$ cat src/include/marin_params.svh
// Address map and timing constants for the peripheral subsystem.
// All bases are byte addresses and every base is aligned to its region size.
// The watchdog limit must be at least 2.
`ifndef MARIN_PARAMS_SVH
`define MARIN_PARAMS_SVH

// Word RAM at byte address 0, 512 words, 1 KB region
`define MARIN_RAM_BASE 32'h0000_0000
`define MARIN_RAM_ADDR_BITS 9

// Each register slave owns a 4-byte slot
`define MARIN_REG_ADDR_BITS 2

// Hex display, interrupt controller and watchdog status
`define MARIN_DISP_BASE 32'hF000_0000
`define MARIN_PIC_BASE 32'hF000_0010
`define MARIN_WDT_BASE 32'hF000_0020

// Timer tick period in clocks
`define MARIN_TICK_PERIOD 100

// Strobe cycles without ack before the watchdog ends the cycle
`define MARIN_WDT_LIMIT 16

`endif

$ cat src/logic/mtimer.sv
// Periodic tick generator.
// The first one-cycle pulse comes TICK_PERIOD clocks after reset release.
// TICK_PERIOD must be at least 2.
`include "marin_params.svh"

module mtimer #(
  parameter int TICK_PERIOD = `MARIN_TICK_PERIOD
) (
  input  logic clk_i,
  input  logic arst_n_i,
  output logic tick_o
);

  localparam int CNT_W = $clog2(TICK_PERIOD + 1);
  localparam logic [CNT_W-1:0] RELOAD = CNT_W'(TICK_PERIOD - 1);

  logic [CNT_W-1:0] cnt_q;

  always_ff @(posedge clk_i or negedge arst_n_i) begin
    if (!arst_n_i) begin
      cnt_q  <= RELOAD;
      tick_o <= 1'b0;
    end else if (cnt_q == '0) begin
      cnt_q  <= RELOAD;
      tick_o <= 1'b1;
    end else begin
      cnt_q  <= cnt_q - CNT_W'(1);
      tick_o <= 1'b0;
    end
  end

endmodule

$ cat config.mk
export PLATFORM = sky130hd
export DESIGN_NAME = mtimer
export DESIGN_NICKNAME = d
export VERILOG_FILES = /design/src/logic/mtimer.sv
export VERILOG_INCLUDE_DIRS = /design/src /design/src/include
export SDC_FILE = /design/constraint.sdc
export NUM_CORES = 1
export LEC_CHECK = 0
export BUFFER_PORTS_ARGS = -buffer_cell sky130_fd_sc_hd__buf_2
export CAP_MARGIN = 20
export CORE_AREA = 10 10 47 49
export CTS_CLUSTER_DIAMETER = 200
export DETAILED_ROUTE_END_ITERATION = 10
export DIE_AREA = 0 0 57 59
export PLACE_DENSITY = 0.51
export SLEW_MARGIN = 20
export SYNTH_ARGS = -nofsm -noshare
export SYNTH_HDL_FRONTEND = slang
export SYNTH_SLANG_ARGS = --single-unit
$ cat constraint.sdc
create_clock -name clk_i -period 1.9 [get_ports clk_i]
set_clock_uncertainty 0.15 [all_clocks]
set_input_delay 0.095 -clock clk_i [delete_from_list [all_inputs] [get_ports clk_i]]
set_output_delay 0.095 -clock clk_i [all_outputs]
set_load 0.005 [all_outputs]
# [Yosys cells after proc, flatten, opt, wreduce, memory -nomap -nowiden]
# Index checks and enable logic that the tools add are counted.
[totals] register_bits=8 inputBits=2 out_inout_bits=1 word_cells=6
[op_classes] addsub=1 n_mux=2 n_reduce_logical=1
[ops] operator="$logic_not A7 Y1" count=1
[ops] operator="$mux W7" count=1
[ops] operator="$sub A7 B1 Y7 const B" count=1
[ops] operator="$mux W1" count=1

# [Depth between registers and ports, before layout]
[depth] depth_word=2 depth_mapped=5 ltp_nobuf=5

# [Worst setup path after synthesis]
# Ideal clock, no wire load.
[synth_timing] path_type="flip-flop to flip-flop" from="register cnt_q[0]" to="register cnt_q[6]" setup_time_ns=0.095 arrival_ns=1.253 required_ns=1.655 setup_slack_ns=0.402 stages_incl_launch_ff=6 path_buffers=0 synth_period_minus_slack_ns=1.498 cell_sequence="dfstp_2 -> inv_1 -> ha_1 -> or2_2 -> a21oi_1 -> a31oi_1"
[synth_via] elab_chain_cells=2 word_cells_on_any_way=3 classes_between="add/sub: 1; mux: 1; reduce/logical: 1"
[synth_lines] item="from (decl)" line="mtimer.sv:17" text="logic [CNT_W-1:0] cnt_q;"
[synth_lines] item="from (signal assigned)" line="mtimer.sv:27" text="cnt_q <= cnt_q - CNT_W'(1);"
[synth_lines] item="$sub A7 B1 Y7 or $logic_not A7 Y1 (tied branches)" line="mtimer.sv:27, mtimer.sv:23"
[synth_lines] item="$mux W7 *" line="mtimer.sv:23" text="end else if (cnt_q == '0) begin"
# Mark *: on every way between the ends. The rest lies on a longest branch, timed or not.

# [Worst setup path in the final report]
[layout_timing] from="register cnt_q[3]" to="register cnt_q[3]"
# The elaborated chain is that of the path after synthesis.

==> impl_metrics.yaml <==
sta:
  fin_crit_sh_pct: 84.35
  hold_ws_ns: 0.05704
  tightest_slew_ns: 0.4934
  drv_slew: 0
  tns_ns: 0
  fin_crit_ns: 1.603
  rsz0062_at_grt: "no"
  finalHoldViolations: 0
  clock.fmax_mhz: 624.0
  setup_viol: 0
  slew_headroom_pct: 66.80
floorplan:
  pin_count: 3
  core_area_mm2: 0.001401
  rows: 14
  die_area_mm2: 0.003363
  initial_utilization_pct: 25.45
  chipHeight_um: 59
  dieWidth_um: 57
logic_synthesis:
  async_reset_ff_share_pct: 100.0
  synth_cells: 31
  ys_ff_latch: 8
  synth_top_area_cell: "dfstp_2"
  syn_area_um2: 356.6
  syn_nets: 35
  synth_commonest_cells: "dfrtp_1 (4), dfstp_2 (4), inv_1 (4)"
  yosys_warnings: 0
  synth_top_area_share_pct: 29.47
  ys.flop_type: "dfstp_2"
  synth_cell_types: 18
  synth-edff-count: 0
  syn_avg_cell_area_um2: 11.50
  ys_seq_area_share_pct: 57.54
  synth.area.top_cells: "dfstp_2 (29%), dfrtp_1 (28%), ha_1 (7.0%), xnor2_1 (4.9%), inv_1 (4.2%)"
power_and_ir_drop:
  power_mw: 0.3158
  switching_share_pct: 19.75
  p_int_mw: 0.2535
  p_seq_share_pct: 54.1
  power_density_mw_per_mm2: 746.8
  pwr-share-comb_pct: 1.7
  ir_drop_mv: 0.3587
  clock_power_share_pct: 44.1
  switching_power_mw: 0.06239
  leakage_nw: 0.2154
clock_network:
  post_cts.repair.setup_buffers: 0
  cts_resized: 0
  clk_latency_ns: 0.26
  cts_root_buffer: "clkbuf_4"
  clock-sinks: 8
  cts_tree: "yes"
  clkTransAtPathRegs_ns: 0.06
  cts_buffers: 3
  clockBufferDepth: 2
  ctsHoldBuffers: 1
  htree_num_levels: 1
final_layout:
  n_fill_cell: 159
  regArea_um2: 205.2
  drive_gt1_share_pct: 28.95
  multi_input_area_um2: 136.4
  final_util_pct: 30.18
  antenna_cells: 0
  nNetsFinal: 43
  areaGrowthSynthToFinish_pct: 18.60
setup_path:
  path_buf_inv: 1
  cp_max_fo: 5
  critPathRequiredTime_ns: 1.89
  crit_family: "simple AND/OR/NAND/NOR gates"
  worstSetupPathType: "flop to flop"
  cpMaxStageDelayCell: "nor4_1"
  crit_path_cell_trace: "nor4_1 -> nand3b_1 -> inv_1 -> nor2_1"
  endpoint_kind: "flop"
  cp.arrival_ns: 1.59
  worstSetupStartpointType: "flop"
  max_stage_delay_ns: 0.50
routing:
  ant_nets: 0
  drt_iter0_drc: 5
  wl_um: 592
  drc: 0
  wl_per_cell_um: 10.96
  dr.pass1.iters: 4
  vias: 240
  via_per_inst: 4.444
hold_path:
  hold_class: "primary input to asynchronous set/reset pin"
placement:
  numPortBuffers: 2
  dpl.hpwl_um: 459.8
  gp_routability_congestion: 0.7724
status:
  status: "complete, no violations"
grt:
  grt_overflow: 0
  grtUsageTotal_pct: 4.690
  grt_pass1_wl_mm: 1.186
  grt_pass1_vias: 281
  grt_antenna_before_repair: 0
  grt_max_degree: 9
run:
  drv_cap: 0
power by group through the flow:
stage | logic (mW) | registers [mW] | clock network, mW
after detailed placement | 0.00416 | 0.174 | 0
after global routing | 0.00645 | 0.171 | 0.160
final | 0.00545 | 0.171 | 0.139
after floorplan | 0.0000000946 | 0.174 | 0
after global placement | 0.00384 | 0.174 | 0
after CTS | 0.00568 | 0.171 | 0.151
logic make-up (layout without fill, tap and decap cells):
kind of cell	after synthesis	in the layout	share of synthesized area [%]
AND/OR/NAND/NOR	11	11	18.60
flip-flops	8	8	57.54
XOR/XNOR	3	3	7.370
buffers and inverters	4	11	4.209
AO/OA/AOI/OAI	3	3	5.264
adder cells (fa/ha/maj)	2	2	7.016
registers in the layout (all words and copies together), names as in the netlist:
name / flops
tick_o: 1
cnt_q: 7
final timing paths:
check	from	to	slack, ns	cells past startpoint
min in group clk_i	cnt_q[0]	cnt_q[0]	0.30	1
max in group asynchronous	arst_n_i	cnt_q[6]	1.30	2
hold reg to reg	cnt_q[0]	cnt_q[0]	0.30	1
hold / removal	arst_n_i	tick_o	0.06	2
setup / recovery	cnt_q[3]	cnt_q[3]	0.30	4
setup reg to reg	cnt_q[3]	cnt_q[3]	0.30	4
per-layer routing:
metal / GRT usage (%) / up-vias / wire length [µm]
met5: 0 / - / 0
li1: - / 117 / -
met4: 5.034 / 0 / 24
met3: 1.931 / 2 / 27
met2: 7.907 / 5 / 320
met1: 3.971 / 116 / 220
cells in the final DEF, fill, tap and decap left out:
cell type	instances
a21oi_1	1
a31oi_1	1
buf_2	2
clkbuf_1	1
clkbuf_4	3
dfrtp_1	4
dfstp_2	4
dlygate4sd3_1	1
ha_1	2
inv_1	4
nand2_1	1
nand3_1	1
nand3b_1	1
nor2_1	3
nor3b_1	1
nor4_1	1
o31ai_1	1
or2_2	1
or3_4	1
or4_1	1
xnor2_1	2
xor2_1	1
area by class of cell:
type / instances / area share [%]
clock buffer: 4 / 6.213
inverter: 4 / 3.550
multi-input combinational: 19 / 32.25
sequential: 8 / 48.52
tap: 16 / 4.734
timing repair buffer: 3 / 4.734
through the flow:
step	cell area, µm²	cells	worst slack (ns)
6_report	422.9	54	0.2974
5_1_grt	422.9	54	0.04492
4_1_cts	422.9	54	0.2687
3_5_place_dp	386.6	49	0.2929
3_3_place_gp	386.6	49	0.3020
2_1_floorplan	356.6	31	0.4020
(Power assumes the default switching activity.)
