[config.mk]
export PLATFORM = sky130hd
export DESIGN_NAME = wb_intercon
export DESIGN_NICKNAME = d
export VERILOG_FILES = /design/src/logic/wb_pkg.sv /design/src/logic/wb_intercon.sv
export VERILOG_INCLUDE_DIRS = /design/src /design/src/include
export SDC_FILE = /design/constraint.sdc
export NUM_CORES = 1
export LEC_CHECK = 0
export CAP_MARGIN = 30
export CORE_AREA = 2 2 135 137
export DETAILED_ROUTE_END_ITERATION = 8
export DIE_AREA = 0 0 137 139
export DONT_BUFFER_PORTS = 1
export GPL_ROUTABILITY_DRIVEN = 0
export PLACE_DENSITY = 0.3
export SETUP_SLACK_MARGIN = 0.02
export SLEW_MARGIN = 20
export SYNTH_ARGS = -nofsm -noshare
export SYNTH_HDL_FRONTEND = slang
export SYNTH_SLANG_ARGS = --single-unit
[constraint.sdc]
create_clock -name vclk -period 1.3
set_input_delay 0.065 -clock vclk [all_inputs]
set_output_delay 0.065 -clock vclk [all_outputs]
set_load 0.01 [all_outputs]
[src/include/marin_params.svh]
// Address map and timing constants for the peripheral subsystem.
// All bases are byte addresses and every base is aligned to its region size.
// The watchdog limit must be at least 2.
`ifndef MARIN_PARAMS_SVH
`define MARIN_PARAMS_SVH

// Word RAM at byte address 0, 512 words, 1 KB region
`define MARIN_RAM_BASE 32'h0000_0000
`define MARIN_RAM_ADDR_BITS 9

// Each register slave owns a 4-byte slot
`define MARIN_REG_ADDR_BITS 2

// Hex display, interrupt controller and watchdog status
`define MARIN_DISP_BASE 32'hF000_0000
`define MARIN_PIC_BASE 32'hF000_0010
`define MARIN_WDT_BASE 32'hF000_0020

// Timer tick period in clocks
`define MARIN_TICK_PERIOD 100

// Strobe cycles without ack before the watchdog ends the cycle
`define MARIN_WDT_LIMIT 16

`endif

[src/logic/wb_pkg.sv]
// Bus types for the 16-bit Wishbone-style peripheral bus.
// Cyc and stb are merged into a single strobe since no slave
// distinguishes them.
package wb_pkg;

  // Byte address from the master
  typedef logic [31:0] wb_addr_t;

  // One bus data word
  typedef logic [15:0] wb_data_t;

  // Byte-lane select, bit 0 is the low byte
  typedef logic [1:0] wb_sel_t;

  // Master to slave
  typedef struct packed {
    wb_addr_t adr;
    wb_data_t dat;
    wb_sel_t  sel;
    logic     we;
    logic     stb;
  } wb_req_t;

  // Slave to master, dat is valid while ack is high
  typedef struct packed {
    wb_data_t dat;
    logic     ack;
  } wb_rsp_t;

endpackage

[src/logic/wb_intercon.sv]
// Address decoder and response mux for one master and four slaves.
// Purely combinational. An unmapped address strobes no slave and is
// ended only by the watchdog terminate, which returns zero data.
`include "marin_params.svh"

module wb_intercon (
  input  wb_pkg::wb_req_t wbm_req_i,
  output wb_pkg::wb_rsp_t wbm_rsp_o,
  input  logic            wdt_term_i,

  output wb_pkg::wb_req_t ram_req_o,
  output wb_pkg::wb_req_t disp_req_o,
  output wb_pkg::wb_req_t pic_req_o,
  output wb_pkg::wb_req_t wdt_req_o,

  input  wb_pkg::wb_rsp_t ram_rsp_i,
  input  wb_pkg::wb_rsp_t disp_rsp_i,
  input  wb_pkg::wb_rsp_t pic_rsp_i,
  input  wb_pkg::wb_rsp_t wdt_rsp_i
);

  // Lowest address bit that is compared for each region
  localparam int RAM_LSB = `MARIN_RAM_ADDR_BITS + 1;
  localparam int REG_LSB = `MARIN_REG_ADDR_BITS;

  localparam wb_pkg::wb_addr_t RAM_BASE  = `MARIN_RAM_BASE;
  localparam wb_pkg::wb_addr_t DISP_BASE = `MARIN_DISP_BASE;
  localparam wb_pkg::wb_addr_t PIC_BASE  = `MARIN_PIC_BASE;
  localparam wb_pkg::wb_addr_t WDT_BASE  = `MARIN_WDT_BASE;

  logic ram_hit;
  logic disp_hit;
  logic pic_hit;
  logic wdt_hit;

  assign ram_hit  = (wbm_req_i.adr[31:RAM_LSB] == RAM_BASE[31:RAM_LSB]);
  assign disp_hit = (wbm_req_i.adr[31:REG_LSB] == DISP_BASE[31:REG_LSB]);
  assign pic_hit  = (wbm_req_i.adr[31:REG_LSB] == PIC_BASE[31:REG_LSB]);
  assign wdt_hit  = (wbm_req_i.adr[31:REG_LSB] == WDT_BASE[31:REG_LSB]);

  // Every slave sees the request, only the addressed one gets the strobe
  always_comb begin
    ram_req_o      = wbm_req_i;
    disp_req_o     = wbm_req_i;
    pic_req_o      = wbm_req_i;
    wdt_req_o      = wbm_req_i;
    ram_req_o.stb  = wbm_req_i.stb & ram_hit;
    disp_req_o.stb = wbm_req_i.stb & disp_hit;
    pic_req_o.stb  = wbm_req_i.stb & pic_hit;
    wdt_req_o.stb  = wbm_req_i.stb & wdt_hit;
  end

  always_comb begin
    wbm_rsp_o.ack = ram_rsp_i.ack | disp_rsp_i.ack | pic_rsp_i.ack |
                    wdt_rsp_i.ack | wdt_term_i;

    // Terminated cycles read as zero
    if (wdt_term_i) begin
      wbm_rsp_o.dat = '0;
    end else if (ram_hit) begin
      wbm_rsp_o.dat = ram_rsp_i.dat;
    end else if (disp_hit) begin
      wbm_rsp_o.dat = disp_rsp_i.dat;
    end else if (pic_hit) begin
      wbm_rsp_o.dat = pic_rsp_i.dat;
    end else if (wdt_hit) begin
      wbm_rsp_o.dat = wdt_rsp_i.dat;
    end else begin
      wbm_rsp_o.dat = '0;
    end
  end

endmodule

# Word-level counts from Yosys, hierarchy flattened
# Cells that the tools add are included.
[word_totals]
regBits = 0
input_bits = 121
out_inout_bits = 225
[classes]
n_eq_ne = 3
n_mux = 5
bitwise = 8
reduce_logical = 1
[ops]
columns = ["cell", "n"]
rows = [
  ["$eq A30 B30 Y1 const B", 3],
  ["$mux W16", 5],
  ["$logic_not A22 Y1", 1],
  ["$and A1 B1 Y1", 4],
  ["$or A1 B1 Y1", 4],
]

# Logic depth before layout (Yosys ltp)
# Gate-level depths: netlist of the first run.
[logic_depth]
depth_word = 6
ltp_mapped = 7

# Least setup slack after synthesis of the first run
# Ideal clock, no wire load.
[synth_timing]
kind = "input to output"
startpoint = "input port wbm_req_i[43] in the netlist's numbering"
endpoint = "output port pic_req_o[0] in the netlist's numbering"
t_arrival_ns = 1.321
t_required_ns = 1.235
setup_slack_ns = -0.086
stages = 5
n_path_buf = 1
path_cell_list = "nor4_2 -> nand2_2 -> nor4_4 -> buf_6 -> and3_1"
[synth_rtl]
columns = ["item", "line", "rtl"]
rows = [
  ["start: declaration", "wb_intercon.sv:7", "input wb_pkg::wb_req_t wbm_req_i,"],
  ["end: declaration", "wb_intercon.sv:13", "output wb_pkg::wb_req_t pic_req_o,"],
]

==> run metrics, run 1 <==
status finished with violations; failing checks negative setup slack; Synth area leaders buf_4 69%, mux2i_1 7.1%, a32o_2 5.0%; Mapped Area 2242 um^2; maximum VDD drop roughly 0.023 mV; Post-Syn Area per Cell 7.449 um^2; Hold Path Class in2out; antenna violations before repair 1; Remaining DRCs 0; Fmax around 700 MHz; core area ~18000 um^2; # clk buffers 0; final worst path period share 111.8%; max-slew violation count 0; Pwr Total 0.1180 mW; total track usage 6.167%; drt initial violations 34; measured slew at the worst slew-check pin between 0.3 and 0.4 ns; crit end category output pin; crit path DAT approximately 1.4 ns; Final ANT Viol Nets 0; largest net degree at the start of global routing 24; Final HPWL DP about 5.3 mm; worst-path maximum fanout 11; Worst Path Buf+Inv 2; Syn Inst Count between 300 and 400; pre-CTS setup slack -0.2688 ns; Vert. Die Dim 139 um; CP Launch Type input pin; Seq/Total Area, Yosys 0%; synth warn 0; IO Pins 346; vias in the first global route 1139; setup TNS -2.420 ns; Initial Util around 13%; final setup violation count 19; gr ovfl total 0; met1 wire length 1.732 mm; slew margin rel. around four fifths; number of sequential cells 0; Synth-to-Final Area Change -47.66%; width of the die roughly 140 um; Non-Filler Instances about 330; highest metal used met4; Critical Path RT around 1.2 ns; most used cell along the critical path nor4_4; WL met3 847 um; top cell type's share of synthesized area between 60 and 70%; Final nets between 200 and 250; cell taking the most area after synthesis buf_4; Synth cell types 24; first-pass GRT wire length between 8 and 9 mm; worst path cell trace nor4_4 > nand2_4 > nor4_4 > buf_12 > nor4b_4 > buf_4; slowest stage delay, CP approximately 0.34 ns; Die ar. 19040 um^2; dpl cells 326; share of post-route cells with drive strength above 1 34.69%; PD cells between 100 and 150 nW/um^2; WL final 6.464 mm; register area 0 um^2; met2 wire len 3.571 mm; Vias 996; worst setup margin -0.1529 ns; post-layout minimum cycle time ~1.5 ns; Port Buffers 0; Site Rows between 40 and 50; vias per cell ~3; Slowest cell on crit path nor4_4; CP top delay family simple AND/OR/NAND/NOR gates; syn nets approximately 420; 1st-pass router iterations 4; RSZ-0062 raised after global routing true; Hold Fails Final Rpt 0; critical path class in2out; Avg WL per Cell 19.65 um; Static Leak around 0.38 nW; # Max-Cap Violations 0
## kinds of logic after synthesis
kind of cell           synth area share (%)
AOI/OAI and AO/OA                     11.27
buffers and inverters                 70.81
muxes                                 7.143
and+or+nand+nor                       10.77
## cell usage in the layout (no fill, tap or decap)
master / instances
buf_12: 5
and4b_2: 1
nor2_1: 2
a32o_2: 10
nand2_1: 17
diode_2: 2
a32o_1: 6
nor4_2: 1
clkinv_1: 1
nand4_1: 1
nor4_4: 6
nor4_1: 2
nand2_2: 1
mux2i_1: 16
and3_4: 1
nor2b_2: 1
o21ai_0: 15
buf_4: 5
nor4b_4: 1
o21ai_1: 1
inv_1: 1
nand3_1: 2
nand2_4: 1
or4_4: 1
## final timing paths
| check | startpoint | endpoint | depth (start not counted) |
|---|---|---|---|
| setup / recovery | wbm_req_i[43] | disp_req_o[0] | 6 |
| hold / removal | wbm_req_i[9] | disp_req_o[9] | 0 |
## layout make-up
class	instances	area, um^2
fill	2085	16480
inverter	2	7.507
antenna	2	5.005
multi-input combinational	86	737.0
timing repair buffer	10	137.6
tap	229	286.5
## cells in the mapped netlist
cell,number
buf_4,205
nand2_1,18
mux2i_1,16
o21ai_0,15
a32o_2,10
a32o_1,6
nor4_1,5
clkbuf_1,4
buf_2,3
nand3_1,2
nor2_1,2
nor4_2,2
nor4_4,2
and3_1,1
and4b_1,1
buf_6,1
clkinv_1,1
inv_1,1
nand2_2,1
nand4_1,1
nor2b_1,1
nor4b_2,1
o21ai_1,1
or4_1,1
## timing repair
action / CTS / global route
resized for setup: 4 / 4
pin swaps: 3 / 2
gates cloned: 0 / 0
hold buffers: 0 / 0
endpoints found under the setup margin: 19 / 20
hold endpoints to repair: 0 / 0
buffers inserted: 1 / 0
## metal layers
layer	track usage (%)	vias up
li1	-	397
met1	5.270	425
met2	12.46	135
met3	1.827	39
met4	3.039	0
met5	0	-
## per-stage QoR
stage	hold slack [ns]	cell area, um^2	utilization [%]
2_1_floorplan	0.2218	2272	-
3_3_place_gp	0.1302	1111	6.293
3_5_place_dp	0.1302	1111	6.293
4_1_cts	0.1302	1147	6.498
5_1_grt	0.1300	1169	6.618
6_report	0.1300	1174	6.647
## power by group
group / internal [mW] / leakage (nW) / switching [mW]
clock: 0.000000206 / 0.0000127 / 0
sequential: 0 / 0 / 0
combinational: 0.0604 / 0.381 / 0.0576
total: 0.0604 / 0.381 / 0.0576
Note: power is estimated with default switching activity, not from simulation.
==> run 2, diff against run 1 <==
Settings changed: CELL_PAD_IN_SITES_DETAIL_PLACEMENT from default to 1, CELL_PAD_IN_SITES_GLOBAL_PLACEMENT from default to 1, PLACE_DENSITY 0.3 to 0.4, SLEW_MARGIN 20 to default.
==> run metrics, run 2 (synthesis results as in run 1) <==
slowest stage delay, CP 0.34 ns (about the same); WL final 6.882 mm (+6.5%); RSZ-0062 raised after global routing true; ANT cells 0 (-2); # clk buffers 0 (unchanged); 1st-pass router iterations 4 (unchanged); Site Rows 49 (unchanged); pre-CTS setup slack -0.3392 ns (-0.07045 ns); most frequent cells in the layout 17 x nand2_1, 16 x mux2i_1, 16 x a32o_2; Remaining DRCs 0 (unchanged); CP Launch Type input pin; measured slew at the worst slew-check pin 0.3003 ns (-0.004262 ns); Static Leak 0.3968 nW (+4.1%); worst setup margin -0.09491 ns (+0.05804 ns); Vias 1036 (+4.0%); slew margin rel. 79.83% (+0.29 points); Port Buffers 0 (unchanged); PD cells 102.5 nW/um^2 (+2.0%); clock share of power 0% (unchanged); worst path cell trace nor4_4 > nand2_2 > nor4_4 > buf_6 > nor4b_4 > buf_4; CTS Hold Buffers Added 0 (unchanged); status finished with violations; Multi-input gate area 753.2 um^2 (+2.2%); Synth-to-Final Area Change -48.66%; IO Pins 346 (unchanged); drt initial violations 22 (-35%); final setup violation count 18 (-1); vias in the first global route 1188 (+4.3%); Vert. Die Dim 139 um (unchanged); Comb power frac 100.0% (about the same); Initial Util 12.70% (unchanged); number of sequential cells 0 (unchanged); core area 17660 um^2 (unchanged); Net Sw Power 0.06079 mW (+5.6%); Internal 0.05722 mW (-5.3%); max-slew violation count 0 (unchanged); Layout fillers 2130 (+2.2%); vias per cell 3.178 (+5.0%); gr ovfl total 0 (unchanged); share of post-route cells with drive strength above 1 41.24% (+6.5 points); Critical Path RT 1.24 ns (about the same); setup TNS -1.451 ns (+0.9691 ns); Critical path origin wbm_req_i[31]; crit path to disp_req_o[0]; most used cell along the critical path nor4_4; Hold Path Class in2out; Worst Path Buf+Inv 2 (unchanged); CP top delay family simple AND/OR/NAND/NOR gates; Avg WL per Cell 21.11 um (+7.4%); commonest non-fill, non-tap cell in the layout nand2_1; Die ar. 19040 um^2 (unchanged); worst-path maximum fanout 5 (-6); Slowest cell on crit path nor4_4; Final HPWL DP 5.581 mm (+4.8%); switch share 51.51% (+2.7 points); first-pass GRT wire length 9.011 mm (+6.3%); crit path DAT 1.33 ns (-0.06 ns); Crit. path cell count 6 (unchanged); # Max-Cap Violations 0 (unchanged); total track usage 6.444% (+0.28 points); crit end category output pin; maximum VDD drop 0.01846 mV (-20%); failing checks negative setup slack; Fmax 716.9 MHz (+4.2%); width of the die 137 um (unchanged); antenna violations before repair 0 (-1); post-layout minimum cycle time 1.395 ns (-0.05804 ns); critical path class in2out; Pwr Total 0.1180 mW (about the same); final worst path period share 107.3% (-4.5 points); Sequential Power Share 0% (unchanged); register area 0 um^2 (unchanged); largest net degree at the start of global routing 24 (unchanged); Final nets 220 (-0.45%); Final ANT Viol Nets 0 (unchanged); Hold Fails Final Rpt 0 (unchanged)
## run 2: how the worst min path moves through the flow
stage | end | cells past startpoint | start
floorplan | disp_req_o[10] | 1 | wbm_req_i[10]
global placement | disp_req_o[16] | 0 | wbm_req_i[16]
detailed placement | disp_req_o[16] | 0 | wbm_req_i[16]
CTS | disp_req_o[16] | 0 | wbm_req_i[16]
global route | ram_req_o[21] | 0 | wbm_req_i[21]
finish | wdt_req_o[34] | 0 | wbm_req_i[34]
## run 2: cell type report
| type | count | share of cell area (%) |
|---|---|---|
| multi-input cells | 86 | 65.43 |
| well taps | 229 | 24.89 |
| inverters | 2 | 0.6522 |
| repair buffers | 9 | 9.022 |
## run 2: routing by layer
metal	vias up	wire length [um]	global-route usage, %
li1	392	-	-
met3	50	837	1.791
met4	0	413	3.744
met1	464	1931	5.775
met5	-	0	0
met2	130	3700	12.52
## run 2: per-stage QoR
| step | utilization, % | cells | cell area, um^2 | hold slack [ns] |
|---|---|---|---|---|
| 2_1_floorplan | - | 301 | 2272 | 0.2218 |
| 3_3_place_gp | 5.967 | 325 | 1054 | 0.1302 |
| 3_5_place_dp | 5.967 | 325 | 1054 | 0.1302 |
| 4_1_cts | 6.165 | 326 | 1089 | 0.1302 |
| 5_1_grt | 6.519 | 326 | 1151 | 0.1300 |
| 6_report | 6.519 | 326 | 1151 | 0.1300 |
## run 2: timing repair
item	CTS	global route
pin swaps	6	7
endpoints found under the setup margin	19	19
resized for setup	10	11
cloned	0	0
setup buffers	1	0
hold endpoints to repair	0	0
## run 2: power groups by stage
stage	clock network [mW]	registers [mW]	logic, mW
after floorplan	0	0	0.746
after global placement	0	0	0.112
after CTS	0	0	0.118
final	0	0	0.118
after detailed placement	0	0	0.117
after global routing	0	0	0.136
