### config.mk
export PLATFORM = sky130hd
export DESIGN_NAME = hex_display_wb
export DESIGN_NICKNAME = d
export VERILOG_FILES = /design/src/include/marin_params.svh /design/src/logic/wb_pkg.sv /design/src/logic/periph_pkg.sv /design/src/logic/hex_display_wb.sv
export SDC_FILE = /design/constraint.sdc
export NUM_CORES = 1
export LEC_CHECK = 0
export BUFFER_PORTS_ARGS = -buffer_cell sky130_fd_sc_hd__buf_4
export CAP_MARGIN = 10
export CELL_PAD_IN_SITES_DETAIL_PLACEMENT = 1
export CELL_PAD_IN_SITES_GLOBAL_PLACEMENT = 2
export CORE_ASPECT_RATIO = 1.5
export CORE_MARGIN = 1
export CORE_UTILIZATION = 29
export CTS_CLUSTER_DIAMETER = 200
export CTS_CLUSTER_SIZE = 28
export DETAILED_ROUTE_END_ITERATION = 8
export PLACE_DENSITY = 0.79
export SLEW_MARGIN = 10
export SYNTH_ARGS = -nofsm -noshare
export SYNTH_HDL_FRONTEND = slang
export SYNTH_SLANG_ARGS = --single-unit
export TNS_END_PERCENT = 1
### constraint.sdc
create_clock -name clk_i -period 2.5 [get_ports clk_i]
set_clock_uncertainty 0.05 [all_clocks]
set_input_delay 0.25 -clock clk_i [delete_from_list [all_inputs] [get_ports clk_i]]
set_output_delay 0.25 -clock clk_i [all_outputs]
set_load 0.02 [all_outputs]
### src/include/marin_params.svh
// Address map and timing constants for the peripheral subsystem.
// All bases are byte addresses and every base is aligned to its region size.
// The watchdog limit must be at least 2.
`ifndef MARIN_PARAMS_SVH
`define MARIN_PARAMS_SVH

// Word RAM at byte address 0, 512 words, 1 KB region
`define MARIN_RAM_BASE 32'h0000_0000
`define MARIN_RAM_ADDR_BITS 9

// Each register slave owns a 4-byte slot
`define MARIN_REG_ADDR_BITS 2

// Hex display, interrupt controller and watchdog status
`define MARIN_DISP_BASE 32'hF000_0000
`define MARIN_PIC_BASE 32'hF000_0010
`define MARIN_WDT_BASE 32'hF000_0020

// Timer tick period in clocks
`define MARIN_TICK_PERIOD 100

// Strobe cycles without ack before the watchdog ends the cycle
`define MARIN_WDT_LIMIT 16

`endif

### src/logic/wb_pkg.sv
// Bus types for the 16-bit Wishbone-style peripheral bus.
// Cyc and stb are merged into a single strobe since no slave
// distinguishes them.
package wb_pkg;

  // Byte address from the master
  typedef logic [31:0] wb_addr_t;

  // One bus data word
  typedef logic [15:0] wb_data_t;

  // Byte-lane select, bit 0 is the low byte
  typedef logic [1:0] wb_sel_t;

  // Master to slave
  typedef struct packed {
    wb_addr_t adr;
    wb_data_t dat;
    wb_sel_t  sel;
    logic     we;
    logic     stb;
  } wb_req_t;

  // Slave to master, dat is valid while ack is high
  typedef struct packed {
    wb_data_t dat;
    logic     ack;
  } wb_rsp_t;

endpackage

### src/logic/periph_pkg.sv
// Types shared by the peripherals.
// Segment patterns are active low with bit 0 driving segment a.
package periph_pkg;

  // Bits 3..0 are the buttons, bit 4 is the timer tick
  typedef logic [4:0] irq_vec_t;

  // One display digit
  typedef logic [3:0] hex_digit_t;

  // Segments g..a, active low
  typedef logic [6:0] seg7_t;

  // Bus watchdog FSM
  typedef enum logic [1:0] {
    WDT_IDLE,
    WDT_WAIT,
    WDT_FAULT
  } wdt_state_e;

  // Saturating count of terminated cycles
  typedef logic [7:0] wdt_count_t;

endpackage

### src/logic/hex_display_wb.sv
// Four-digit seven-segment display register.
// Outputs are active low and stay blank until the first write.
// hex0 shows the lowest nibble.
module hex_display_wb (
  input  logic              clk_i,
  input  logic              arst_n_i,
  input  wb_pkg::wb_req_t   req_i,
  output wb_pkg::wb_rsp_t   rsp_o,
  output periph_pkg::seg7_t hex0_o,
  output periph_pkg::seg7_t hex1_o,
  output periph_pkg::seg7_t hex2_o,
  output periph_pkg::seg7_t hex3_o
);

  wb_pkg::wb_data_t value_q;
  logic             valid_q;
  logic             ack_q;
  logic             access;

  // Segment order g..a, a is bit 0
  function automatic periph_pkg::seg7_t hex_to_seg(periph_pkg::hex_digit_t d);
    case (d)
      4'h0: return 7'b1000000;
      4'h1: return 7'b1111001;
      4'h2: return 7'b0100100;
      4'h3: return 7'b0110000;
      4'h4: return 7'b0011001;
      4'h5: return 7'b0010010;
      4'h6: return 7'b0000010;
      4'h7: return 7'b1111000;
      4'h8: return 7'b0000000;
      4'h9: return 7'b0010000;
      4'hA: return 7'b0001000;
      4'hB: return 7'b0000011;
      4'hC: return 7'b1000110;
      4'hD: return 7'b0100001;
      4'hE: return 7'b0000110;
      default: return 7'b0001110;
    endcase
  endfunction

  assign access = req_i.stb & ~ack_q;

  always_ff @(posedge clk_i or negedge arst_n_i) begin
    if (!arst_n_i) begin
      ack_q   <= 1'b0;
      valid_q <= 1'b0;
    end else begin
      ack_q <= access;
      if (access && req_i.we) begin
        valid_q <= 1'b1;
      end
    end
  end

  always_ff @(posedge clk_i) begin
    if (access && req_i.we) begin
      if (req_i.sel[0]) begin
        value_q[7:0] <= req_i.dat[7:0];
      end
      if (req_i.sel[1]) begin
        value_q[15:8] <= req_i.dat[15:8];
      end
    end
  end

  assign rsp_o.dat = value_q;
  assign rsp_o.ack = ack_q;

  assign hex0_o = valid_q ? hex_to_seg(value_q[3:0])   : '1;
  assign hex1_o = valid_q ? hex_to_seg(value_q[7:4])   : '1;
  assign hex2_o = valid_q ? hex_to_seg(value_q[11:8])  : '1;
  assign hex3_o = valid_q ? hex_to_seg(value_q[15:12]) : '1;

endmodule

### After elaboration in Yosys (flattened, before gate mapping)

Memory sizes are Yosys's and may differ from the RTL's. A register that Yosys moved wholly into a read port is not among the register bits.
Cells that the tools add are included.

* flip-flop bits (word level): 18
* word-level logic and storage cells: 21
* output and inout bits: 45
* memories: 4
* ROM bits: 448
* input port bits: 54

Memories
* (no name shown): words 16, width 7, read ports 1, clocked after memory_dff 1, wr ports 0, RTL line hex_display_wb.sv:22 `case (d)`
* (no name shown): words 16, width 7, read ports 1, clocked after memory_dff 1, wr ports 0, RTL line hex_display_wb.sv:22
* (no name shown): words 16, width 7, read ports 1, clocked after memory_dff 1, wr ports 0, RTL line hex_display_wb.sv:22
* (no name shown): words 16, width 7, read ports 1, clocked after memory_dff 1, wr ports 0, RTL line hex_display_wb.sv:22

* reductions and logical operators: 3
* bitwise operators: 2
* mux-type cells: 8

Operators with widths (number)
* 7-bit two-way mux: 4
* 4-bit two-way mux: 4
* 2-bit AND reduction: 2
* 1-bit bitwise AND: 1
* 1-bit logical AND: 1
* 1-bit inverter: 1

### Longest topological paths before layout

Gate-level depths: netlist of the first run.

* depth after elaboration: 5
* gate-level depth with buffers: 9
* depth with buffers taken out: 8

### Worst setup path after synthesis of the first run

No wires, ideal clock.

* path type: reg2reg
* from: reg ack_q
* to: reg with a tool-made name
* stages on the path, launching flop included: 9
* library setup time: 0.117 ns
* path slack: 0.523 ns
* data arrival time: 1.810 ns
* cells stage by stage: dfrtp_1 -> nand4b_2 -> buf_1 -> nand2_1 -> and2_1 -> inv_1 -> ha_1 -> nand2b_1 -> a32o_1

RTL lines
* from (decl): RTL line hex_display_wb.sv:17 `logic ack_q;`
* from (signal assigned): RTL line hex_display_wb.sv:49 `ack_q <= access;`

==> results of run 1 <==
## per-layer routing
| metal | up-vias | GRT usage |
|---|---|---|
| met5 | - | 0 |
| met4 | 0 | 0.07254 |
| met3 | 13 | 0.02256 |
| met2 | 47 | 0.2849 |
| met1 | 1119 | 0.1662 |
| li1 | 1142 | - |
## final cells by class
class	instances	area share
flip-flops and latches	46	0.3033
well taps	112	0.03896
repair buffers	86	0.1802
clock inverters	3	0.004522
clock buffers	5	0.03478
inverters	15	0.01565
multi-input cells	201	0.4226
## cells in the mapped netlist (2+ instances only)
cell        n
nor2_1      9
nand2_1    28
and2_1      3
nor3_1      3
a211oi_1    2
buf_6       2
ha_1       24
xnor2_1     8
o32ai_1     7
inv_2       2
dfrtp_1     2
or3_1       5
nand3_1     9
o2111ai_1   3
a21oi_1     8
o31ai_1     7
o22ai_1     5
inv_1      13
buf_2       4
edfxtp_1   16
nand2b_1   29
nand3b_1    4
dfxtp_1    28
mux2_2      5
and3_1      2
mux2i_1    22
clkbuf_1    4
a32oi_1     3
o311ai_0    3
## power groups by stage
stage,registers [mW],logic (mW),clock network (mW)
6_report,0.830,0.368,0.652
5_1_grt,0.834,0.405,0.703
4_1_cts,0.831,0.374,0.674
3_5_place_dp,0.848,0.370,0
3_3_place_gp,0.846,0.362,0
2_1_floorplan,0.850,0.203,0
## cell families after synthesis
family / after synthesis / synth area share
flops: 46 / 0.3987
compound gates: 47 / 0.1299
fa+ha+maj: 24 / 0.1097
buf+inv: 27 / 0.04572
mux: 27 / 0.1010
simple gates: 95 / 0.1893
xor+xnor: 8 / 0.02561
## stage by stage
stage | cell area, sq um | util | power, mW
2_1_floorplan | 2736 | - | 1.053
3_3_place_gp | 3446 | 0.3745 | 1.209
3_5_place_dp | 3446 | 0.3745 | 1.218
4_1_cts | 3597 | 0.3910 | 1.879
5_1_grt | 3597 | 0.3910 | 1.942
6_report | 3597 | 0.3910 | 1.850
## critical path, delay by kind of cell (launching register included)
| family | cells | cell delay (ns) |
|---|---|---|
| AND/OR/NAND/NOR | 4 | 0.72 |
| AO/OA/AOI/OAI | 1 | 0.22 |
| flip-flops | 1 | 0.41 |
| adder cells (fa/ha/maj) | 1 | 0.27 |
| buffers and inverters | 2 | 0.29 |
## worst paths after layout
kind                          start         end  slack (ns)  cells after the start
setup / recovery              ack_q   flip-flop        0.43                      8
hold / removal             req_i[5]  value_q[1]         0.1                      1
setup reg to reg              ack_q   flip-flop        0.43                      8
hold reg to reg               ack_q       ack_q        0.45                      1
max in group asynchronous  arst_n_i     valid_q        2.09                      2
min in group asynchronous  arst_n_i       ack_q        0.22                      2
==> flow_summary.json, run 1 <==
{
  "seqCellArea_sq_um": 1091,
  "rsz0062_at_grt": "false",
  "end_kind": "flip-flop",
  "finalMaxSlewViolations": 0,
  "ys_ff_latch": 46,
  "numCtsBuffers": 5,
  "wl_met3_microns": 209,
  "cpPeakStageDelay_ns": 0.41,
  "drtAntennaViolNets": 0,
  "fin_cells": 468,
  "layout_common_cells": "buf_4 (85), nand2b_1 (29), nand2_1 (28), dfxtp_1 (28), ha_1 (24)",
  "wl_met2_microns": 3881,
  "die_w_microns": 81.31,
  "preCtsSetupSlack_ns": 0.4157,
  "layout_commonest_cell": "buf_4",
  "internal-power_mw": 1.352,
  "first_pass_iters": 4,
  "cts_root_buf": "clkbuf_16",
  "die_area_sq_um": 9836,
  "die_h_microns": 121.0,
  "highest_layer": "met4",
  "yosysTopAreaCellShare": 0.2048,
  "setup_ws_ns": 0.4263,
  "grt_max_degree": 30,
  "cts.sinks": 46,
  "clkPwrFrac": 0.352,
  "htreeDepth": 2,
  "tightest_slew_ns": 0.4340,
  "wl_met1_microns": 2739,
  "ctsResizeCount": 0,
  "arrival_ns": 2.21,
  "cts_hold_buf": 1,
  "worstPathMaxFanout": 6,
  "tritoncts": "yes",
  "crit_chain": "nand4b_2, buf_4, nand2_1, and2_1, inv_1, ha_1, nand2b_1, a32o_1",
  "synth_edf_count": 16,
  "route.detailed.drc": 0,
  "combPwrFrac": 0.199,
  "leakagePower_nw": 1.682,
  "mappedNetlistArea_sq_um": 2736,
  "dp_hpwl_microns": 5375,
  "cap_violations": 0,
  "power.switching_mw": 0.4987,
  "tns_ns": 0,
  "finalSetupViolCount": 0,
  "antenna_found_initial": 0,
  "multiInputGateArea_sq_um": 1520,
  "nFillCells": 1067,
  "max_freq_mhz": 482.2,
  "port_buffers": 66,
  "diodes": 0,
  "relSlewSlack": 0.7024,
  "netSwitchingFraction": 0.2695,
  "wl_per_cell_microns": 14.98,
  "routed_via_density": 4.959,
  "period_minus_slack_ns": 2.074,
  "ys_warn_count": 0,
  "clkSlewWorstSetupHoldPaths_ns": 0.07,
  "grt_pass1_vias": 2438,
  "syn_avg_cell_area_sq_um": 9.987,
  "holdWs_ns": 0.09878,
  "period_share": 0.8295,
  "ios": 99,
  "ys_seq_area_frac": 0.3987,
  "min_path_type": "primary input to flip-flop",
  "status": "finished clean",
  "grt_pass1_wl_microns": 11730,
  "synthArstFlopShare": 0.04348,
  "synth.area.top_cells": "dfxtp_1 (20%), edfxtp_1 (18%), ha_1 (11%)",
  "post_cts.repair.setup_buffers": 0,
  "grtUsageTotal": 0.1545,
  "overflow": 0,
  "drtIter0Drc": 52,
  "finalNetCount": 433,
  "syn_nets": 352,
  "row_count": 43,
  "clk_latency_ns": 0.29,
  "cp-start-kind": "flip-flop",
  "required_ns": 2.63,
  "syn_inst": 274,
  "path_class": "flip-flop to flip-flop",
  "seqPwrFrac": 0.449,
  "slowest_stage": "dfrtp_1",
  "wl_microns": 7011,
  "core-area_sq_um": 9200,
  "area_growth_pct": 31.46,
  "cts.path.max_buffers": 2,
  "power_density_nw_per_um2": 514.4,
  "irDropWorstVdd_mv": 0.2729,
  "yosysUniqueCellTypes": 43,
  "yosys.area.top_type": "dfxtp_1",
  "dp_cells": 459,
  "ys.flop_type": "dfxtp_1",
  "vias": 2321,
  "start_util": 0.2974,
  "layout-drive-gt1-share": 0.2837,
  "gp_congestion": 0.7745,
  "hold_viol": 0
}
Power figures use the tool's default switching activity.
==> run 2: changes to the inputs <==
CORE_UTILIZATION = 27   (was 29)
PLACE_DENSITY = 0.77   (was 0.79)
clock period = 1.8 ns   (was 2.5 ns; I/O delays follow)
==> run 2 against run 1 <==
Final area increased by 17%. Critical path type unchanged. The flow now finishes with violations (design-rule violations, negative setup slack). Sequential share of layout area decreased by 4.3 points. Largest cell class unchanged. Flip-flop and latch count stayed put. Critical path depth stayed put.
==> flow_summary.json, run 2 (synthesis gave the netlist of run 1 again) <==
{
  "vias": 2453,
  "path_class": "flip-flop to flip-flop",
  "die_w_microns": 84.20,
  "cap_violations": 0,
  "die_h_microns": 125.3,
  "period_share": 1.045,
  "wl_per_cell_microns": 15.91,
  "relSlewSlack": 0.6492,
  "cts.sinks": 46,
  "start_util": 0.2808,
  "diodes": 0,
  "hold_path_end": "value_q[1]",
  "dp_hpwl_microns": 5816,
  "port_buffers": 66,
  "grt_pass1_wl_microns": 13190,
  "holdWs_ns": 0.02909,
  "worst_path_most_repeated_cell": "buf_4",
  "finalSetupViolCount": 21,
  "arrival_ns": 2.04,
  "tightest_slew_ns": 0.5195,
  "finalNetCount": 465,
  "die_area_sq_um": 10550,
  "irDropWorstVdd_mv": 0.3351,
  "clk_latency_ns": 0.29,
  "design_area_sq_um": 4194,
  "htreeDepth": 2,
  "drtAntennaViolNets": 0,
  "placed_cell_area_sq_um": 3679,
  "grtUsageTotal": 0.1568,
  "row_count": 44,
  "first_pass_iters": 6,
  "setup_ws_ns": -0.08024,
  "route.detailed.drc": 10,
  "slowest_stage": "dfrtp_2",
  "post-route-util": 0.4304,
  "overflow": 0,
  "cp_num_buf_inv": 3,
  "fin_cells": 503,
  "status": "finished with violations",
  "leakagePower_nw": 1.887,
  "wl_microns": 8005,
  "power_density_nw_per_um2": 677.4,
  "area_growth_pct": 53.27,
  "core-area_sq_um": 9744,
  "period_minus_slack_ns": 1.880,
  "cpPeakStageDelay_ns": 0.43,
  "rsz0062_at_grt": "true",
  "layout_common_cells": "buf_4 (108), nand2b_1 (29), dfxtp_1 (28), nand2_1 (27), mux2i_1 (17)",
  "nFillCells": 1102,
  "cp-start-kind": "flip-flop",
  "dp_cells": 487,
  "grt_max_degree": 30,
  "antenna_found_initial": 0,
  "routed_via_density": 4.877,
  "min_delay_path_depth": 1,
  "required_ns": 1.96,
  "cts_root_buf": "clkbuf_16",
  "min-delay-start": "req_i[5]",
  "cts.path.max_buffers": 2,
  "drtIter0Drc": 57,
  "clkSlewWorstSetupHoldPaths_ns": 0.07,
  "ios": 99,
  "worstPathMaxFanout": 6,
  "layout_commonest_cell": "buf_4",
  "hold_viol": 0,
  "reg2reg_from": "ack_q",
  "tritoncts": "yes",
  "max_freq_mhz": 531.8,
  "grt_pass1_vias": 2566,
  "rrSetupSlack_ns": -0.08,
  "crit_start": "ack_q",
  "crit_chain": "nand4b_4, mux2i_1, buf_4, buf_4, ha_1, inv_2, a21oi_2, a32oi_1",
  "end_kind": "flip-flop",
  "numCtsBuffers": 5,
  "cp_top_family": "flip-flops",
  "r2r_cells": 8,
  "gp_congestion": 0.8148,
  "violations": "design-rule violations, negative setup slack",
  "min_path_type": "primary input to flip-flop",
  "layout-drive-gt1-share": 0.4665,
  "finalMaxSlewViolations": 0
}
[run 2: changes by cell type in the layout (fill, tap and decap cells not counted), moves of 5 or more]
cell     delta
inv_1       -6
o32ai_2     +5
mux2i_1     -5
o32ai_1     -5
buf_4      +23
inv_2       +5
ha_2        +7
ha_1       -13
buf_6       +6
ha_4        +6
[run 2: cell type report]
| class | instances | area (sq um) | area share |
|---|---|---|---|
| clock inverters | 1 | 30.03 | 0.007160 |
| repair inverters | 1 | 3.754 | 0.0008950 |
| multi-input cells | 202 | 1819 | 0.4338 |
| inverters | 15 | 63.81 | 0.01521 |
| flip-flops and latches | 46 | 1092 | 0.2604 |
| repair buffers | 116 | 908.4 | 0.2166 |
| clock buffers | 7 | 132.6 | 0.03162 |
| well taps | 115 | 143.9 | 0.03431 |
[run 2: report_power, final]
part / switching (mW) / internal [mW]
registers: 0.0201 / 1.13
logic: 0.326 / 0.310
clock network: 0.393 / 0.657
total: 0.739 / 2.10
[run 2: how the worst max path moves through the flow]
stage,slack (ns),cells past startpoint,end
floorplan,-0.009,9,flip-flop
global placement,-0.15,7,flip-flop
detailed placement,-0.17,7,flip-flop
CTS,-0.1,6,flip-flop
global route,-0.20,7,flip-flop
finish,-0.08,8,flip-flop
[run 2: routing by layer]
layer / up-vias / track usage / wire (microns)
met4: 0 / 0.05071 / 126
li1: 1204 / - / -
met3: 7 / 0.02508 / 235
met5: - / 0 / 0
met2: 34 / 0.3028 / 4462
met1: 1208 / 0.1708 / 3181
[run 2: metrics by stage]
step	setup TNS, ns	setup WS (ns)	total power, mW
2_1_floorplan	-0.02065	-0.008574	1.471
3_3_place_gp	-1.640	-0.1479	1.724
3_5_place_dp	-2.497	-0.1740	1.736
4_1_cts	-1.129	-0.09844	2.850
5_1_grt	-3.299	-0.1980	2.960
6_report	-0.8239	-0.08024	2.841
[run 2: timing repair]
item,in CTS,in global routing
hold buffers,1,0
setup endpoints to repair,27,28
gates resized for setup,40,24
buffers inserted,3,2
hold endpoints to repair,2,0
pin swaps,9,8
cloned,2,0
