===== config.mk =====
export PLATFORM = sky130hd
export DESIGN_NAME = wb_watchdog
export DESIGN_NICKNAME = d
export VERILOG_FILES = /design/src/logic/wb_pkg.sv /design/src/logic/periph_pkg.sv /design/src/logic/wb_watchdog.sv
export VERILOG_INCLUDE_DIRS = /design/src /design/src/include
export SDC_FILE = /design/constraint.sdc
export NUM_CORES = 1
export LEC_CHECK = 0
export BUFFER_PORTS_ARGS = -buffer_cell sky130_fd_sc_hd__buf_4
export CORE_AREA = 3 3 58 60
export DETAILED_ROUTE_END_ITERATION = 10
export DIE_AREA = 0 0 61 63
export PLACE_DENSITY = 0.75
export SLEW_MARGIN = 20
export SYNTH_ARGS = -nofsm -noshare
export SYNTH_HDL_FRONTEND = slang
export SYNTH_SLANG_ARGS = --single-unit

===== constraint.sdc =====
create_clock -name clk_i -period 1.7 [get_ports clk_i]
set_input_delay 0.17 -clock clk_i [delete_from_list [all_inputs] [get_ports clk_i]]
set_output_delay 0.17 -clock clk_i [all_outputs]
set_load 0.03 [all_outputs]

===== src/include/marin_params.svh =====
// Address map and timing constants for the peripheral subsystem.
// All bases are byte addresses and every base is aligned to its region size.
// The watchdog limit must be at least 2.
`ifndef MARIN_PARAMS_SVH
`define MARIN_PARAMS_SVH

// Word RAM at byte address 0, 512 words, 1 KB region
`define MARIN_RAM_BASE 32'h0000_0000
`define MARIN_RAM_ADDR_BITS 9

// Each register slave owns a 4-byte slot
`define MARIN_REG_ADDR_BITS 2

// Hex display, interrupt controller and watchdog status
`define MARIN_DISP_BASE 32'hF000_0000
`define MARIN_PIC_BASE 32'hF000_0010
`define MARIN_WDT_BASE 32'hF000_0020

// Timer tick period in clocks
`define MARIN_TICK_PERIOD 100

// Strobe cycles without ack before the watchdog ends the cycle
`define MARIN_WDT_LIMIT 16

`endif


===== src/logic/wb_pkg.sv =====
// Bus types for the 16-bit Wishbone-style peripheral bus.
// Cyc and stb are merged into a single strobe since no slave
// distinguishes them.
package wb_pkg;

  // Byte address from the master
  typedef logic [31:0] wb_addr_t;

  // One bus data word
  typedef logic [15:0] wb_data_t;

  // Byte-lane select, bit 0 is the low byte
  typedef logic [1:0] wb_sel_t;

  // Master to slave
  typedef struct packed {
    wb_addr_t adr;
    wb_data_t dat;
    wb_sel_t  sel;
    logic     we;
    logic     stb;
  } wb_req_t;

  // Slave to master, dat is valid while ack is high
  typedef struct packed {
    wb_data_t dat;
    logic     ack;
  } wb_rsp_t;

endpackage


===== src/logic/periph_pkg.sv =====
// Types shared by the peripherals.
// Segment patterns are active low with bit 0 driving segment a.
package periph_pkg;

  // Bits 3..0 are the buttons, bit 4 is the timer tick
  typedef logic [4:0] irq_vec_t;

  // One display digit
  typedef logic [3:0] hex_digit_t;

  // Segments g..a, active low
  typedef logic [6:0] seg7_t;

  // Bus watchdog FSM
  typedef enum logic [1:0] {
    WDT_IDLE,
    WDT_WAIT,
    WDT_FAULT
  } wdt_state_e;

  // Saturating count of terminated cycles
  typedef logic [7:0] wdt_count_t;

endpackage


===== src/logic/wb_watchdog.sv =====
// Ends bus cycles that no slave answers and reports them.
// Status word: bit 15 sticky fault, bits 7..0 saturating fault count.
// Any write to the status slot clears both.
`include "marin_params.svh"

module wb_watchdog (
  input  logic            clk_i,
  input  logic            arst_n_i,
  input  logic            mstb_i,
  input  logic            mack_i,
  input  wb_pkg::wb_req_t req_i,
  output wb_pkg::wb_rsp_t rsp_o,
  output logic            term_o
);

  localparam int LIMIT = `MARIN_WDT_LIMIT;
  localparam int CNT_W = $clog2(LIMIT + 1);

  periph_pkg::wdt_state_e state_q;
  periph_pkg::wdt_state_e state_d;
  logic [CNT_W-1:0]       wait_cnt_q;
  logic                   fault_q;
  periph_pkg::wdt_count_t fault_cnt_q;
  logic                   ack_q;
  wb_pkg::wb_data_t       dat_q;
  logic                   reg_access;

  always_comb begin
    state_d = state_q;
    case (state_q)
      periph_pkg::WDT_IDLE: begin
        if (mstb_i) begin
          state_d = periph_pkg::WDT_WAIT;
        end
      end
      periph_pkg::WDT_WAIT: begin
        if (!mstb_i || mack_i) begin
          state_d = periph_pkg::WDT_IDLE;
        end else if (wait_cnt_q == CNT_W'(LIMIT - 1)) begin
          state_d = periph_pkg::WDT_FAULT;
        end
      end
      default: state_d = periph_pkg::WDT_IDLE;
    endcase
  end

  // The cycle seen in idle already counts as the first one
  always_ff @(posedge clk_i or negedge arst_n_i) begin
    if (!arst_n_i) begin
      state_q    <= periph_pkg::WDT_IDLE;
      wait_cnt_q <= CNT_W'(1);
    end else begin
      state_q <= state_d;
      if (state_q == periph_pkg::WDT_WAIT) begin
        wait_cnt_q <= wait_cnt_q + CNT_W'(1);
      end else begin
        wait_cnt_q <= CNT_W'(1);
      end
    end
  end

  assign term_o     = (state_q == periph_pkg::WDT_FAULT);
  assign reg_access = req_i.stb & ~ack_q;

  always_ff @(posedge clk_i or negedge arst_n_i) begin
    if (!arst_n_i) begin
      ack_q       <= 1'b0;
      fault_q     <= 1'b0;
      fault_cnt_q <= '0;
    end else begin
      ack_q <= reg_access;
      if (reg_access && req_i.we) begin
        fault_q     <= 1'b0;
        fault_cnt_q <= '0;
      end else if (term_o) begin
        fault_q <= 1'b1;
        if (fault_cnt_q != '1) begin
          fault_cnt_q <= fault_cnt_q + 8'd1;
        end
      end
    end
  end

  always_ff @(posedge clk_i) begin
    if (reg_access) begin
      dat_q <= {fault_q, 7'b0, fault_cnt_q};
    end
  end

  assign rsp_o.dat = dat_q;
  assign rsp_o.ack = ack_q;

endmodule


### Yosys cells after proc, flatten, opt, wreduce, memory -nomap -nowiden

Cells that the tools add are included.
Widths: inputs -> output; s select.

| word-level totals | value |
|---|---|
| bits in registers | 26 |
| input port bits | 56 |
| output and inout port bits | 18 |
| logic and storage cells | 34 |

| cells by class | value |
|---|---|
| add/subtract/negate cells | 2 |
| eq/ne operators | 6 |
| muxes and demuxes | 10 |
| bitwise gates (word level) | 2 |
| reduce and logical (&&, ||, !) cells | 8 |

Operators by type and width:

| kind | number |
|---|---|
| $mux 8 | 3 |
| $add 8x1->8 const B | 1 |
| $ne 8x8->1 const B | 1 |
| $mux 2 | 3 |
| $add 5x1->5 const B | 1 |
| $eq 5x4->1 const B | 1 |
| $mux 5 | 1 |
| $pmux 2 s2 | 1 |
| $reduce_and 2->1 | 2 |
| $reduce_bool 2->1 | 2 |
| $ne 3x3->1 const B | 1 |
| $eq 2x1->1 const B | 1 |
| $eq 2x2->1 const B | 1 |
| $logic_not 2->1 | 1 |
| $mux 1 | 2 |
| $ne 2x2->1 const B | 1 |
| $and 1x1->1 | 1 |
| $logic_and 1x1->1 | 1 |
| $logic_not 1->1 | 1 |
| $logic_or 1x1->1 | 1 |
| $not 1->1 | 1 |

### Longest topological paths before layout

Gate-level depths: netlist of the first run.

| logic depth | value |
|---|---|
| depth in word-level cells | 5 |
| depth in mapped cells | 5 |
| mapped depth without buffers | 5 |

### Least setup slack after synthesis of the first run

No wires, ideal clock.

| timing path | value |
|---|---|
| kind | register to register |
| start | reg state_q[0] |
| end | reg fault_cnt_q[4] |
| setup time | 0.094 ns |
| arrival | 1.374 ns |
| data required time | 1.606 ns |
| path slack | 0.232 ns |
| cell stages (with the launch flop) | 4 |
| path buffers | 0 |
| period minus slack after synthesis | 1.468 ns |
| cells stage by stage | dfrtp_1 nor2b_1 a31oi_1 a211oi_1 |

| on the way | value |
|---|---|
| word-level cells in the longest chain between the ends | 3 |

Ends and longest elaborated chain:

| what | RTL line | source |
|---|---|---|
| start: declaration | wb_watchdog.sv:19 | `periph_pkg::wdt_state_e state_q;` |
| start signal: assignment | wb_watchdog.sv:50 | `state_q <= periph_pkg::WDT_IDLE;` |
| start signal: assignment | wb_watchdog.sv:53 | `state_q <= state_d;` |
| $eq 2x2->1 | wb_watchdog.sv:62 | `assign term_o = (state_q == periph_pkg::WDT_FAULT);` |
| named net term_o | wb_watchdog.sv:13 | `output logic term_o` |
| $reduce_bool 2->1 (no source line) | - |  |
| $reduce_and 2->1 (no source line) | - |  |
| end signal: assignment | wb_watchdog.sv:78 | `fault_cnt_q <= fault_cnt_q + 8'd1;` |
| end: declaration | wb_watchdog.sv:23 | `periph_pkg::wdt_count_t fault_cnt_q;` |

The timed path passes the listed nets, and every way through them passes these cells.
A chain may end at the register's enable or synchronous reset.

### Final worst setup path of the first run

| timing path | value |
|---|---|
| start | reg state_q[0] |
| end | out term_o |

| on the way | value |
|---|---|
| word-level cells in the longest chain between the ends | 1 |

Ends and longest elaborated chain:

| what | RTL line |
|---|---|
| $eq 2x2->1 | wb_watchdog.sv:62 |
| end: declaration | wb_watchdog.sv:13 |

No other way between the ends.

==> results.cfg, run 1 <==
[synth]
synth-seq-area-share_pct = 59.0
post_synth_main_area_contributors = dfrtp_1, edfxtp_1, buf_4, mux2i_1, ha_1
synth_fa_ha_area_share_pct = 3.18
dominantRegCellSynth = dfrtp_1
yosysUniqueCellTypes = 30
ys_seq_elements = 26
post_synth_inst_count = 99
ys_warns = 0
count_of_flip_flops_with_a_built_in_enable_after_synthesis = 9
synth.avg_cell_area_sq_um = 11.9
post_synth_mux_area_share_pct = 3.39
synth_top_family_by_area = simple AND/OR/NAND/NOR gates
synth-async-reset-ratio_pct = 65.4
post_synth_instance_area_sq_um = 1180
yosys.area_share.simple_pct = 16.6
synth-compound-area-share_pct = 8.69
netlist.top_cell.by_area = dfrtp_1
yosysTopAreaCellShare_pct = 33.9
post_synth_xor_area_fraction_pct = 1.48

[cells_and_area]
register_cell_area_after_layout_sq_um = 697
multiInputGateArea_sq_um = 420
layout.cells.most_common_list = buf_4, dfrtp_1, nand2_1
layout_commonest_cell = buf_4
finished_core_util_pct = 45.6
fin_cells = 152
fraction_of_layout_cells_with_a_size_suffix_above_1_pct = 20.2
areaGrowthSynthToFinish_pct = 14.9
finish.net_count = 179
antennaDiodeCount = 0
number_of_inserted_filler_cells_in_the_final_layout = 275

[sta]
min_period_over_period_pct = 91.1
final_period_minus_worst_setup_slack_ps = 1550
max_clock_freq_mhz = 645
timing.setup.tns_ps = 0
grt_setup_unrepaired = false
hold_ws_ps = 60.8
timing.final.setup_violations = 0
fin_worst_skew_ps = 4.59
slew_limit_fails = 0
timing_hold_violations_final = 0

[floorplan]
die_width_um = 61
coreArea_sq_um = 2980
die_area_sq_um = 3840
die_height_um = 63
initial_utilization_pct = 39.7
rows = 20
num_io_pins = 74

[power]
power.static_leakage_nw = 0.582
internal_power_w = 0.000840
seq_power_share_pct = 61.4
power.combinational.fraction_pct = 10.5
clock_power_share_pct = 28.0
p_sw_share_pct = 24.4
net-switching-power_w = 0.000272
irDropWorstVdd_uv = 413
power.density_cell_area_nw_per_um2 = 819
total_power_w = 0.00111

[detailed_routing]
firstDrtPassIters = 4
route.antenna.remaining_nets = 0
initialDrtViolationCount = 11
drc = 0
detail_route.vias_per_cell = 5.39
finalWirelength_um = 2140
avgRoutedWirePerCell_um = 14.1
dr_total_vias = 819

[worst_setup_path]
worst_ep_arrival_ps = 1380
criticalPathCategory = reg2out
crit_path_end_kind = primary output
critical_path.startpoint_type = flop
critical_path.max_fanout = 9
required_ps = 1530

[clocking]
cts-root-buf = clkbuf_4
cts_tree = built
clk_transition_reported_paths_ps = 130
clk-insertion-delay-late_ps = 330
cts_buffers = 3
cts_buffer_depth = 2
cts_resized = 0
htreeDepth = 1
cts.sinks = 26

[placement]
gp_routability_congestion = 0.839
buffer_ports.inserted = 16
dp_hpwl_um = 1610
placedCellCount = 146

[global_route]
antenna_found_initial = 0
via_count_of_the_first_global_routing_pass = 805
globalRouteOverflowTotal = 0
grt_first_pass_wirelength_um = 3660
largest_net_degree_at_the_start_of_global_routing = 18
globalRouteTotalUtil_pct = 12.9

[worst_hold_path]
worstHoldPathType = in2reg

[job]
max_cap_viols = 0

[outcome]
run_status = finished clean
[power by group through the flow]
stage,clock network [W],logic (W),registers [W]
6_report,0.000312,0.000117,0.000683
5_1_grt,0.000347,0.000128,0.000687
4_1_cts,0.000319,0.000119,0.000684
3_5_place_dp,0,0.000115,0.000696
3_3_place_gp,0,0.000112,0.000694
2_1_floorplan,0,0.0000666,0.000712
[path summary, 6_finish.rpt]
kind | start | end | slack, ps | depth (start not counted)
hold reg to reg | fault_q | dat_q[15] | 470 | 0
max in group asynchronous | arst_n_i | wait_cnt_q[0] | 1250 | 2
setup reg to reg | fault_cnt_q[0] | fault_cnt_q[6] | 200 | 4
hold / removal | mstb_i | state_q[1] | 60 | 3
min in group asynchronous | arst_n_i | wait_cnt_q[1] | 210 | 2
setup / recovery | state_q[0] | term_o | 150 | 2
[kinds of logic (layout without fill, tap and decap cells)]
group | after synthesis | in the layout
xor+xnor | 2 | 2
fa+ha+maj | 3 | 3
buf+inv | 13 | 27
compound gates | 13 | 13
simple gates | 37 | 37
flops | 26 | 26
other cells | 1 | 7
mux | 4 | 4
[through the flow]
stage / area, sq um / setup WS (ps)
after floorplan: 1200 / 232
after global placement: 1300 / 304
after detailed placement: 1300 / 243
after CTS: 1360 / 155
after global routing: 1360 / 50.9
final: 1360 / 151
[registers in the layout, summed over array words and instances, names as in the netlist]
name / cells
ack_q: 1
dat_q: 9
fault_q: 1
wait_cnt_q: 5
fault_cnt_q: 8
state_q: 2
[worst max-delay path, stage by stage, from the launching register on]
cell     delay [ps]
dfrtp_1         510
nor2b_1         320
buf_4           230
[what timing repair did]
item / in CTS / in global routing
setup endpoints to repair: 0 / 0
hold buffers: 2 / 0
buffers inserted: 0 / 0
endpoints found under the hold margin: 18 / 0
[synth_stat cells (3+ instances only)]
library cell and number:
a211oi_1 4, a21oi_1 3, and3_1 3, nand2_1 10
buf_4 8, nor3_1 3, nand3_1 3, edfxtp_1 9
mux2i_1 4, dfrtp_1 16, ha_1 3, nor2_1 6
inv_1 4
[final cells by class]
cell class                 instances  area share [%]
clock buffer                       4            2.67
inverter                           4            1.11
multi-input combinational         66            31.0
sequential                        26            51.3
tap                               33            3.04
timing repair buffer              19            10.9
[layer usage]
| metal | GRT usage (%) | part of all wire, % | vias up |
|---|---|---|---|
| met5 | 0 | 0 | - |
| met2 | 22.1 | 55 | 30 |
| met1 | 15.1 | 38 | 408 |
| met4 | 5.15 | 1.5 | 0 |
| met3 | 3.10 | 5.1 | 3 |
| li1 | - | - | 378 |
No activity file was read; power rests on OpenSTA's default activity.
==> run 2, diff against run 1 <==
CORE_AREA = 2 2 55 57   (was 3 3 58 60)
CTS_BUF_LIST = sky130_fd_sc_hd__clkbuf_4 sky130_fd_sc_hd__clkbuf_8   (was unset)
DIE_AREA = 0 0 57 59   (was 0 0 61 63)
PLACE_DENSITY = 0.8   (was 0.75)
==> run 2 against run 1 <==
  * Worst hold slack better by 2.9 ps
  * Sequential share of layout area is 0.33 points higher
  * Critical endpoint unchanged
  * Wire length is 7.8% lower
  * Global-route usage is 0.24 points higher
  * Sequential power hardly changed
  * Cell count is 1.3% lower
  * Largest power group unchanged
  * Clock power is 9.6% lower
==> results.cfg, run 2 (synthesis results as in run 1) <==
[detailed_routing]
firstDrtPassIters = 4
detail_route.vias_per_cell = 5.21
drc = 0
finalWirelength_um = 1970
dr_total_vias = 781
route.antenna.remaining_nets = 0
avgRoutedWirePerCell_um = 13.1
initialDrtViolationCount = 16

[cells_and_area]
layout.cells.most_common_list = buf_4, dfrtp_1, nand2_1
largest_register = dat_q
finish.net_count = 179
layout_commonest_cell = buf_4
antennaDiodeCount = 0
largest_register_ffs = 9
leading_registers_by_flop_count = dat_q x9, fault_cnt_q x8, wait_cnt_q x5
areaGrowthSynthToFinish_pct = 14.2
fraction_of_layout_cells_with_a_size_suffix_above_1_pct = 20.2

[sta]
fin_worst_skew_ps = 5.70
slew_limit_fails = 0
grt_setup_unrepaired = false
timing.final.setup_violations = 0
max_clock_freq_mhz = 670
timing_hold_violations_final = 0
final_period_minus_worst_setup_slack_ps = 1490
min_period_over_period_pct = 87.8
timing.setup.tns_ps = 0
layout_setup_ws_ps = 208

[clocking]
clk-insertion-delay-late_ps = 320
cts_tree = built
cts_buffer_depth = 2
cts_buffers = 3
cts-root-buf = clkbuf_4
cts_resized = 0
clk_transition_reported_paths_ps = 130
htreeDepth = 1
cts.sinks = 26
post_cts.repair.setup_buffers = 0

[worst_setup_path]
critical_path.startpoint_type = flop
rrSetupSlack_ps = 250
critical_path.max_fanout = 9
crit_path_end_kind = primary output
worstReg2RegStart = fault_cnt_q[0]
worst_ep_arrival_ps = 1320
required_ps = 1530
r2r-end = fault_cnt_q[6]
r2r.worst_path.cells = 4
criticalPathCategory = reg2out

[power]
power.density_cell_area_nw_per_um2 = 802
irDropWorstVdd_uv = 464
power.static_leakage_nw = 0.580

[floorplan]
die_area_sq_um = 3360
initial_utilization_pct = 43.6
coreArea_sq_um = 2710
rows = 19
num_io_pins = 74
die_height_um = 59
die_width_um = 57

[global_route]
grt_first_pass_wirelength_um = 3430
globalRouteOverflowTotal = 0
globalRouteTotalUtil_pct = 13.2
largest_net_degree_at_the_start_of_global_routing = 18
antenna_found_initial = 0
via_count_of_the_first_global_routing_pass = 771

[worst_hold_path]
worstHoldPathType = in2reg
whs_path_depth = 3
worstHoldStart = mstb_i
hold-path-endpoint = state_q[1]

[placement]
buffer_ports.inserted = 16
dp_hpwl_um = 1470
gp_routability_congestion = 0.886
detailedPlace.worstSlack_ps = 275

[outcome]
run_status = finished clean

[job]
max_cap_viols = 0
## run 2: cell counts in the layout (fill, tap and decap cells not counted)
Identical to the previous run, type by type.
## run 2: routing by layer
metal,vias up,wire length (um),share of wire (%),global-route usage [%]
met3,5,73,3.7,1.75
met4,0,51,2.6,8.31
met2,20,995,50,23.3
met1,378,851,43,15.1
li1,378,-,-,-
met5,-,0,0,0
## run 2: what timing repair did
item | in CTS | in global routing
hold buffers | 2 | 0
endpoints found under the hold margin | 18 | 0
setup endpoints to repair | 0 | 0
## run 2: layout make-up
cell class	instances	area (sq um)
fillers	261	1360
inverters	4	15.0
flip-flops and latches	26	697
clock buffers	4	30.0
well taps	31	38.8
multi-input cells	66	420
repair buffers	19	148
## run 2: power breakdown
part | leakage [nW] | internal (W) | switching [W]
Combinational | 0.243 | 0.0000402 | 0.0000776
Sequential | 0.318 | 0.000669 | 0.0000134
Clock | 0.0184 | 0.000108 | 0.000174
## run 2: worst max-delay path, cell delays in order, from the launching register on
cell and delay [ps]:
dfrtp_1 500, nor2b_1 290, buf_4 220
## run 2: how the worst max path moves through the flow
stage	from	to	slack, ps	depth (start not counted)
after floorplan	state_q[0]	fault_cnt_q[4]	230	3
after global placement	fault_cnt_q[0]	fault_cnt_q[6]	300	4
after detailed placement	fault_cnt_q[0]	fault_cnt_q[6]	270	4
after CTS	state_q[0]	term_o	200	2
after global routing	fault_cnt_q[0]	fault_cnt_q[6]	100	4
final	state_q[0]	term_o	210	2
## run 2: metrics by stage
stage | utilization, % | cell area [sq um] | std cells | power [W] | hold WS, ps
floorplan | - | 1200 | 105 | 0.000779 | -126
global placement | 47.9 | 1300 | 144 | 0.000805 | 41.7
detailed placement | 47.9 | 1300 | 144 | 0.000811 | 51.0
CTS | 49.8 | 1350 | 150 | 0.00109 | 60.1
global route | 49.8 | 1350 | 150 | 0.00112 | 63.6
finish | 49.8 | 1350 | 150 | 0.00108 | 63.7
